File: src/source/geom_pkg.sv
package geom_pkg;

        // pixel coordinate on the 640x480 screen
        typedef logic [9:0] coord_t;

        localparam coord_t CELL = 10'd20;

        // marks a row or column with no cell
        localparam coord_t NO_EDGE = 10'd1023;

        // field is 10 cells wide
        localparam coord_t FIELD_LEFT = 10'd200;
        localparam coord_t FIELD_RIGHT = 10'd400; // one past last column
        localparam coord_t FIELD_BOTTOM = 10'd480; // one past last row

        localparam coord_t SPAWN_X = 10'd280;
        localparam coord_t SPAWN_Y = 10'd0;

endpackage

File: src/source/piece_pkg.sv
package piece_pkg;

        import geom_pkg::*;

        // bit 4r+c is row r, column c
        typedef union packed
        {
                logic [15:0] cells;
                logic [3:0][3:0] rows; // rows[r][c]
        } piece_cells_u;

        typedef logic [2:0] shape_idx_t;

        localparam int NUM_SHAPES = 7;

        // I, O, T, S, Z, J, L against row 0 and column 0
        localparam piece_cells_u SHAPES [NUM_SHAPES] = '{
                16'h000F,
                16'h0033,
                16'h0027,
                16'h0036,
                16'h0063,
                16'h0071,
                16'h0074
        };

        typedef struct packed
        {
                coord_t [3:0] bottom; // per column
                coord_t [3:0] left;   // per row
                coord_t [3:0] right;  // per row
        } edges_t;

        typedef struct packed
        {
                logic left;
                logic right;
                logic down;
        } buttons_t;

        // one-hot, one cycle
        typedef struct packed
        {
                logic step_left;
                logic step_right;
                logic step_down;
        } move_cmd_t;

        localparam int FALL_TICKS = 64;
        localparam int FALL_W = $clog2(FALL_TICKS);

endpackage

File: src/source/block_boundary.sv
`timescale 1ns/1ps

module block_boundary
        import geom_pkg::*;
        import piece_pkg::*;
(
        input  coord_t       pos_x,
        input  coord_t       pos_y,
        input  piece_cells_u piece,
        output edges_t       edges
);

        // lowest occupied row of each column
        always_comb
        begin
                for (int c = 0; c < 4; c++)
                begin
                        edges.bottom[c] = NO_EDGE;
                        for (int r = 0; r < 4; r++)
                        begin
                                if (piece.cells[4*r + c])
                                        edges.bottom[c] = pos_y + coord_t'(CELL * r);
                        end
                end
        end

        // scan right to left so the leftmost column wins
        always_comb
        begin
                for (int r = 0; r < 4; r++)
                begin
                        edges.left[r] = NO_EDGE;
                        for (int c = 3; c >= 0; c--)
                        begin
                                if (piece.cells[4*r + c])
                                        edges.left[r] = pos_x + coord_t'(CELL * c);
                        end
                end
        end

        // rightmost occupied column
        always_comb
        begin
                for (int r = 0; r < 4; r++)
                begin
                        edges.right[r] = NO_EDGE;
                        for (int c = 0; c < 4; c++)
                        begin
                                if (piece.cells[4*r + c])
                                        edges.right[r] = pos_x + coord_t'(CELL * c);
                        end
                end
        end

endmodule

File: src/source/move_request.sv
`timescale 1ns/1ps

module move_request
        import piece_pkg::*;
(
        input  logic      clk,
        input  logic      arst_n,
        input  buttons_t  buttons,
        input  logic      fall_en,
        output move_cmd_t cmd
);

        buttons_t sync1_q;
        buttons_t sync2_q;
        buttons_t last_q;
        buttons_t press_q;

        logic [FALL_W-1:0] fall_cnt;
        logic fall_tick;
        logic down_req;
        move_cmd_t cmd_next;

        // two-flop synchronizer, then rising edge
        always_ff @(posedge clk or negedge arst_n)
        begin
                if (!arst_n)
                begin
                        sync1_q <= '0;
                        sync2_q <= '0;
                        last_q <= '0;
                        press_q <= '0;
                end
                else
                begin
                        sync1_q <= buttons;
                        sync2_q <= sync1_q;
                        last_q <= sync2_q;
                        press_q <= sync2_q & ~last_q;
                end
        end

        // gravity timer
        always_ff @(posedge clk or negedge arst_n)
        begin
                if (!arst_n)
                        fall_cnt <= '0;
                else if (!fall_en)
                        fall_cnt <= '0;
                else
                        fall_cnt <= fall_cnt + 1'b1; // wraps every FALL_TICKS
        end

        assign fall_tick = fall_en && (fall_cnt == FALL_W'(FALL_TICKS - 1));

        // down beats left beats right
        always_comb
        begin
                down_req = press_q.down | fall_tick;
                cmd_next.step_down = down_req;
                cmd_next.step_left = press_q.left & ~down_req;
                cmd_next.step_right = press_q.right & ~press_q.left & ~down_req;
        end

        always_ff @(posedge clk or negedge arst_n)
        begin
                if (!arst_n)
                        cmd <= '0;
                else
                        cmd <= cmd_next;
        end

endmodule

File: src/source/piece_mover.sv
`timescale 1ns/1ps

module piece_mover
        import geom_pkg::*;
        import piece_pkg::*;
(
        input  logic         clk,
        input  logic         arst_n,
        input  move_cmd_t    cmd,
        output coord_t       pos_x,
        output coord_t       pos_y,
        output piece_cells_u piece,
        output shape_idx_t   shape_idx,
        output logic         landing
);

        edges_t edges;
        logic left_ok;
        logic right_ok;
        logic down_ok;
        shape_idx_t next_idx;

        block_boundary boundary_i
        (
                .pos_x (pos_x),
                .pos_y (pos_y),
                .piece (piece),
                .edges (edges)
        );

        // limit checks skip empty rows and columns
        always_comb
        begin
                left_ok = 1'b1;
                right_ok = 1'b1;
                down_ok = 1'b1;
                for (int i = 0; i < 4; i++)
                begin
                        if (edges.left[i] != NO_EDGE &&
                            11'(edges.left[i]) < 11'(FIELD_LEFT) + 11'(CELL))
                                left_ok = 1'b0;
                        if (edges.right[i] != NO_EDGE &&
                            11'(edges.right[i]) + 11'(2 * CELL) > 11'(FIELD_RIGHT))
                                right_ok = 1'b0;
                        if (edges.bottom[i] != NO_EDGE &&
                            11'(edges.bottom[i]) + 11'(2 * CELL) > 11'(FIELD_BOTTOM))
                                down_ok = 1'b0;
                end
        end

        assign next_idx = (shape_idx == shape_idx_t'(NUM_SHAPES - 1)) ? '0
                                                                      : shape_idx + 1'b1;

        always_ff @(posedge clk or negedge arst_n)
        begin
                if (!arst_n)
                begin
                        pos_x <= SPAWN_X;
                        pos_y <= SPAWN_Y;
                        piece <= SHAPES[0];
                        shape_idx <= '0;
                        landing <= 1'b0;
                end
                else
                begin
                        landing <= 1'b0;
                        if (cmd.step_down)
                        begin
                                if (down_ok)
                                        pos_y <= pos_y + CELL;
                                else
                                begin
                                        // floor reached so respawn with next shape
                                        landing <= 1'b1;
                                        pos_x <= SPAWN_X;
                                        pos_y <= SPAWN_Y;
                                        shape_idx <= next_idx;
                                        piece <= SHAPES[next_idx];
                                end
                        end
                        else if (cmd.step_left && left_ok)
                                pos_x <= pos_x - CELL;
                        else if (cmd.step_right && right_ok)
                                pos_x <= pos_x + CELL;
                        // blocked side steps just drop out
                end
        end

endmodule

File: src/source/piece_report.sv
`timescale 1ns/1ps

module piece_report
        import geom_pkg::*;
        import piece_pkg::*;
(
        input  logic            clk,
        input  logic            arst_n,
        input  coord_t          pos_x,
        input  coord_t          pos_y,
        input  piece_cells_u    piece,
        input  shape_idx_t      shape_idx,
        input  logic            landing,
        output coord_t          out_x,
        output coord_t          out_y,
        output logic [3:0][3:0] out_rows,
        output shape_idx_t      out_shape,
        output logic            landed,
        output logic [7:0]      land_count
);

        // status for the display side
        always_ff @(posedge clk)
        begin
                out_x <= pos_x;
                out_y <= pos_y;
                out_rows <= piece.rows; // row nibbles for drawing
                out_shape <= shape_idx;
        end

        always_ff @(posedge clk or negedge arst_n)
        begin
                if (!arst_n)
                begin
                        landed <= 1'b0;
                        land_count <= '0;
                end
                else
                begin
                        landed <= landing;
                        if (landing)
                                land_count <= land_count + 1'b1; // wraps at 256
                end
        end

endmodule

File: src/source/tetris_drop_top.sv
`timescale 1ns/1ps

module tetris_drop_top
        import geom_pkg::*;
        import piece_pkg::*;
(
        input  logic            clk,
        input  logic            arst_n,
        input  buttons_t        buttons,
        input  logic            fall_en,
        output coord_t          out_x,
        output coord_t          out_y,
        output logic [3:0][3:0] out_rows,
        output shape_idx_t      out_shape,
        output logic            landed,
        output logic [7:0]      land_count
);

        move_cmd_t cmd;
        coord_t pos_x;
        coord_t pos_y;
        piece_cells_u piece;
        shape_idx_t shape_idx;
        logic landing;

        move_request request_i
        (
                .clk     (clk),
                .arst_n  (arst_n),
                .buttons (buttons),
                .fall_en (fall_en),
                .cmd     (cmd)
        );

        piece_mover mover_i
        (
                .clk       (clk),
                .arst_n    (arst_n),
                .cmd       (cmd),
                .pos_x     (pos_x),
                .pos_y     (pos_y),
                .piece     (piece),
                .shape_idx (shape_idx),
                .landing   (landing)
        );

        piece_report report_i
        (
                .clk        (clk),
                .arst_n     (arst_n),
                .pos_x      (pos_x),
                .pos_y      (pos_y),
                .piece      (piece),
                .shape_idx  (shape_idx),
                .landing    (landing),
                .out_x      (out_x),
                .out_y      (out_y),
                .out_rows   (out_rows),
                .out_shape  (out_shape),
                .landed     (landed),
                .land_count (land_count)
        );

endmodule

File: config.mk
export PLATFORM = sky130hd
export DESIGN_NAME = tetris_drop_top
export DESIGN_NICKNAME = d
export VERILOG_FILES = /design/src/source/geom_pkg.sv /design/src/source/piece_pkg.sv /design/src/source/block_boundary.sv /design/src/source/move_request.sv /design/src/source/piece_mover.sv /design/src/source/piece_report.sv /design/src/source/tetris_drop_top.sv
export SDC_FILE = /design/constraint.sdc
export NUM_CORES = 1
export LEC_CHECK = 0
export BUFFER_PORTS_ARGS = -buffer_cell sky130_fd_sc_hd__buf_2
export CAP_MARGIN = 20
export CELL_PAD_IN_SITES_DETAIL_PLACEMENT = 1
export CELL_PAD_IN_SITES_GLOBAL_PLACEMENT = 2
export CORE_MARGIN = 2
export CORE_UTILIZATION = 37
export DETAILED_ROUTE_END_ITERATION = 6
export GPL_TIMING_DRIVEN = 0
export PLACE_DENSITY = 0.93
export SLEW_MARGIN = 25
export SYNTH_ARGS = -nofsm -noshare
export SYNTH_HDL_FRONTEND = slang
export SYNTH_HIERARCHICAL = 1
export SYNTH_SLANG_ARGS = --single-unit
File: constraint.sdc
create_clock -name clk -period 5.7 [get_ports clk]
set_input_delay 1.14 -clock clk [delete_from_list [all_inputs] [get_ports clk]]
set_output_delay 1.14 -clock clk [all_outputs]
set_load 0.01 [all_outputs]
==> summary.md <==
| Metric | Value |
|---|---|
| Run status | `finished clean` |
| Cells after Synth | `1147` |
| Net Sw Frac | `55.4%` |
| Net switching power | `3.30 mW` |
| I/O pin count | `54` |
| Met2 routed WL | `16300 um` |
| Die Area | `24900 um2` |
| Routed wire per std cell | `22.3 um` |
| Post-route non-filler standard cell count | `1590` |
| CP max stage delay | `610 ps` |
| CP max-delay cell | `dfstp_2` |
| DRC Markers | `0` |
| DP HPWL | `26600 um` |
| Number of port buffers | `53` |
| Bufs on Longest Clock Path | `2` |
| Dpl ws | `-1320 ps` |
| Peak supply drop | `0.305 mV` |
| Worst r2r src | `mover_i/pos_x[3]` |
| Worst setup EP type | `flip-flop` |
| Routed vias | `9700` |
| Endpoints failing setup | `0` |
| Crit-path cells | `buf_2 > clkbuf_4 > inv_1 > ha_1 > a21bo_2 > xnor2_4 > a221oi_1 > a211oi_1 > a21oi_1 > a31o_2 > a311oi_4 > nor4_4 > buf_4 > ha_1 > a21oi_1 > o211ai_1 > a2111oi_2 > or2_2 > and3_1 > a311oi_1 > nand2_1` |
| Critical path class | `flip-flop to flip-flop` |
| Starting Density | `37.5%` |
| Number of diodes | `0` |
| FMAX | `183 MHz` |
| Clk pwr share | `9.7%` |
| Arrival time at the worst endpoint | `5690 ps` |
| Multi-input logic area | `6230 um2` |
| Cell area after layout | `10100 um2` |
| Fin crit share | `96.0%` |
| Met3 WL post-DR | `2480 um` |
| Placed inst area | `9640 um2` |
| Site Rows | `56` |
| Final GP Congestion | `1.00` |
| Final ANT Viol Nets | `0` |
| CTS tree | `yes` |
| Router iterations before antenna repair | `5` |
| Crit path launch type | `flip-flop` |
| Met1 WL | `15100 um` |
| CP Data Required Time | `5920 ps` |
| Worst skew pair latency | `340 ps` |
| Pint | `2.65 mW` |
| Fillers | `2922` |
| Final Util | `43.1%` |
| Setup TNS | `0 ps` |
| CORE AREA | `23300 um2` |
| DIE HEIGHT | `158 um` |
| Largest net degree at the start of global routing | `57` |
| Htree depth | `3` |
| Hold Vio Cnt, Final | `0` |
| Post-Syn Area | `8760 um2` |
| Combinational power share | `71.6%` |
| Minimum clock period | `5470 ps` |
| Pwr/cell area | `592 nW/um2` |
| Routed wire length | `35500 um` |
| Initial DRC Count | `830` |
| Final Net Count | `1302` |
| DIE WIDTH | `158 um` |
| DR top layer | `met4` |
| Vias per std cell | `6.10` |
| Storage element area | `2190 um2` |
| Vias in the first global route | `9605` |
| Hold/Removal Path Class | `flip-flop to flip-flop` |
| Tot GR Track Use | `28.2%` |
| Fraction of layout cells with a size suffix above 1 | `14.2%` |
| Min-delay src | `request_i/sync1_q[1]` |
| Synth-to-Final Area Change | `14.8%` |
| P_leak | `4.14 nW` |
| Post-Syn Area per Cell | `7.64 um2` |
| First-pass GRT wire length | `54200 um` |
| Unrepaired setup endpoints after global routing | `false` |
| Seq pwr share | `18.7%` |
| Worst-path maximum fanout | `12` |
| Total number of yosys warnings | `6` |
| CTS clk-pin slew, worst paths | `70 ps` |
| Worst Tran Pin Value | `1060 ps` |
| Max-slew violation count | `0` |
| Initial antenna violation count | `0` |
| Clock Skew | `6.03 ps` |
| Setup crit start | `mover_i/pos_x[3]` |
| Dpl cells | `1571` |
| Clock sinks | `95` |
| Root Buffer | `clkbuf_16` |
| CTS buffer count | `9` |
| # Max-Cap Violations | `0` |
| Worst slew margin | `28.5%` |
| Setup WS post-layout | `227 ps` |
| GRT overflow | `0` |
-- metal layers --
metal  global-route usage, %  vias to the layer above
li1                        -                     4478
met1                    37.1                     4698
met2                    46.0                      429
met5                       0                        -
met4                    13.2                        0
met3                    3.56                       95
-- power groups by stage --
stage / Combinational [mW] / Clock [mW] / Sequential, mW
global placement: 3.85 / 0 / 1.11
finish: 4.26 / 0.577 / 1.11
global route: 4.60 / 0.613 / 1.14
detailed placement: 3.94 / 0 / 1.11
CTS: 4.00 / 0.586 / 1.11
floorplan: 2.81 / 0 / 1.07
-- critical path: cells and delay by family, from the launching register on --
kind	cells	cell delay [ps]
compound gates	10	2280
buf+inv	4	910
simple gates	4	680
flops	1	610
fa+ha+maj	2	490
xor+xnor	1	350
-- through the flow --
step,power (mW),hold WS (ps)
2_1_floorplan,3.88,331
3_3_place_gp,4.96,335
3_5_place_dp,5.05,340
4_1_cts,5.70,357
5_1_grt,6.35,364
6_report,5.95,353
-- layout by cell type (no fill, tap or decap), drive strengths merged, types with 8 or more instances in the layout --
| cell | count |
|---|---|
| o31ai | 19 |
| xnor2 | 32 |
| conb | 53 |
| nand2b | 16 |
| a31oi | 18 |
| ha | 29 |
| xor2 | 18 |
| nor4 | 12 |
| nand4 | 14 |
| a221o | 16 |
| nor3 | 15 |
| and2 | 9 |
| nor2b | 21 |
| nand3 | 25 |
| a22oi | 13 |
| a21oi | 113 |
| a211oi | 44 |
| inv | 42 |
| nand2 | 85 |
| buf | 100 |
| mux2i | 8 |
| dfxtp | 39 |
| o21ai | 77 |
| clkbuf | 73 |
| o22ai | 12 |
| nor2 | 95 |
| a311oi | 12 |
| dfrtp | 49 |
| or2 | 19 |
| a221oi | 22 |
| a2111oi | 9 |
| a21o | 15 |
| and3 | 13 |
| o211ai | 13 |
| o21a | 9 |
-- cell type report --
| type | count | share of cell area [%] |
|---|---|---|
| Tap cell | 319 | 3.97 |
| Clock inverter | 7 | 0.622 |
| Inverter | 41 | 1.53 |
| Clock buffer | 9 | 2.24 |
| Multi-Input combinational cell | 955 | 62.0 |
| Timing Repair Buffer | 57 | 2.96 |
| Buffer | 107 | 4.92 |
| Sequential cell | 95 | 21.8 |
-- state kept, by name, indices dropped and copies added, names as in the netlist --
name                 cells
report_i/landed          1
mover_i/landing          1
report_i/out_rows       16
report_i/out_y          10
mover_i/pos_y            8
mover_i/pos_x            8
mover_i/shape_idx        2
request_i/sync1_q        3
mover_i/piece            7
request_i/last_q         3
request_i/cmd            3
report_i/out_shape       3
request_i/press_q        3
report_i/land_count      8
request_i/fall_cnt       6
report_i/out_x          10
request_i/sync2_q        3
-- final timing paths --
path,cells after the start,end,slack [ps]
worst max-delay path,21,mover_i/pos_x[9],230
worst max register to register,21,mover_i/pos_x[9],230
max in group asynchronous,1,report_i/land_count[3],4370
worst min-delay path,0,request_i/sync2_q[1],350
min in group asynchronous,1,request_i/fall_cnt[2],840
worst min register to register,0,request_i/sync2_q[1],350
-- timing repair --
action	in CTS	in global routing
resized for setup	10	10
pin swaps	1	1
endpoints found under the setup margin	7	4
gates cloned	0	0
hold buffers	0	0
setup buffers	1	3
Note: power is estimated with default switching activity, not from simulation.
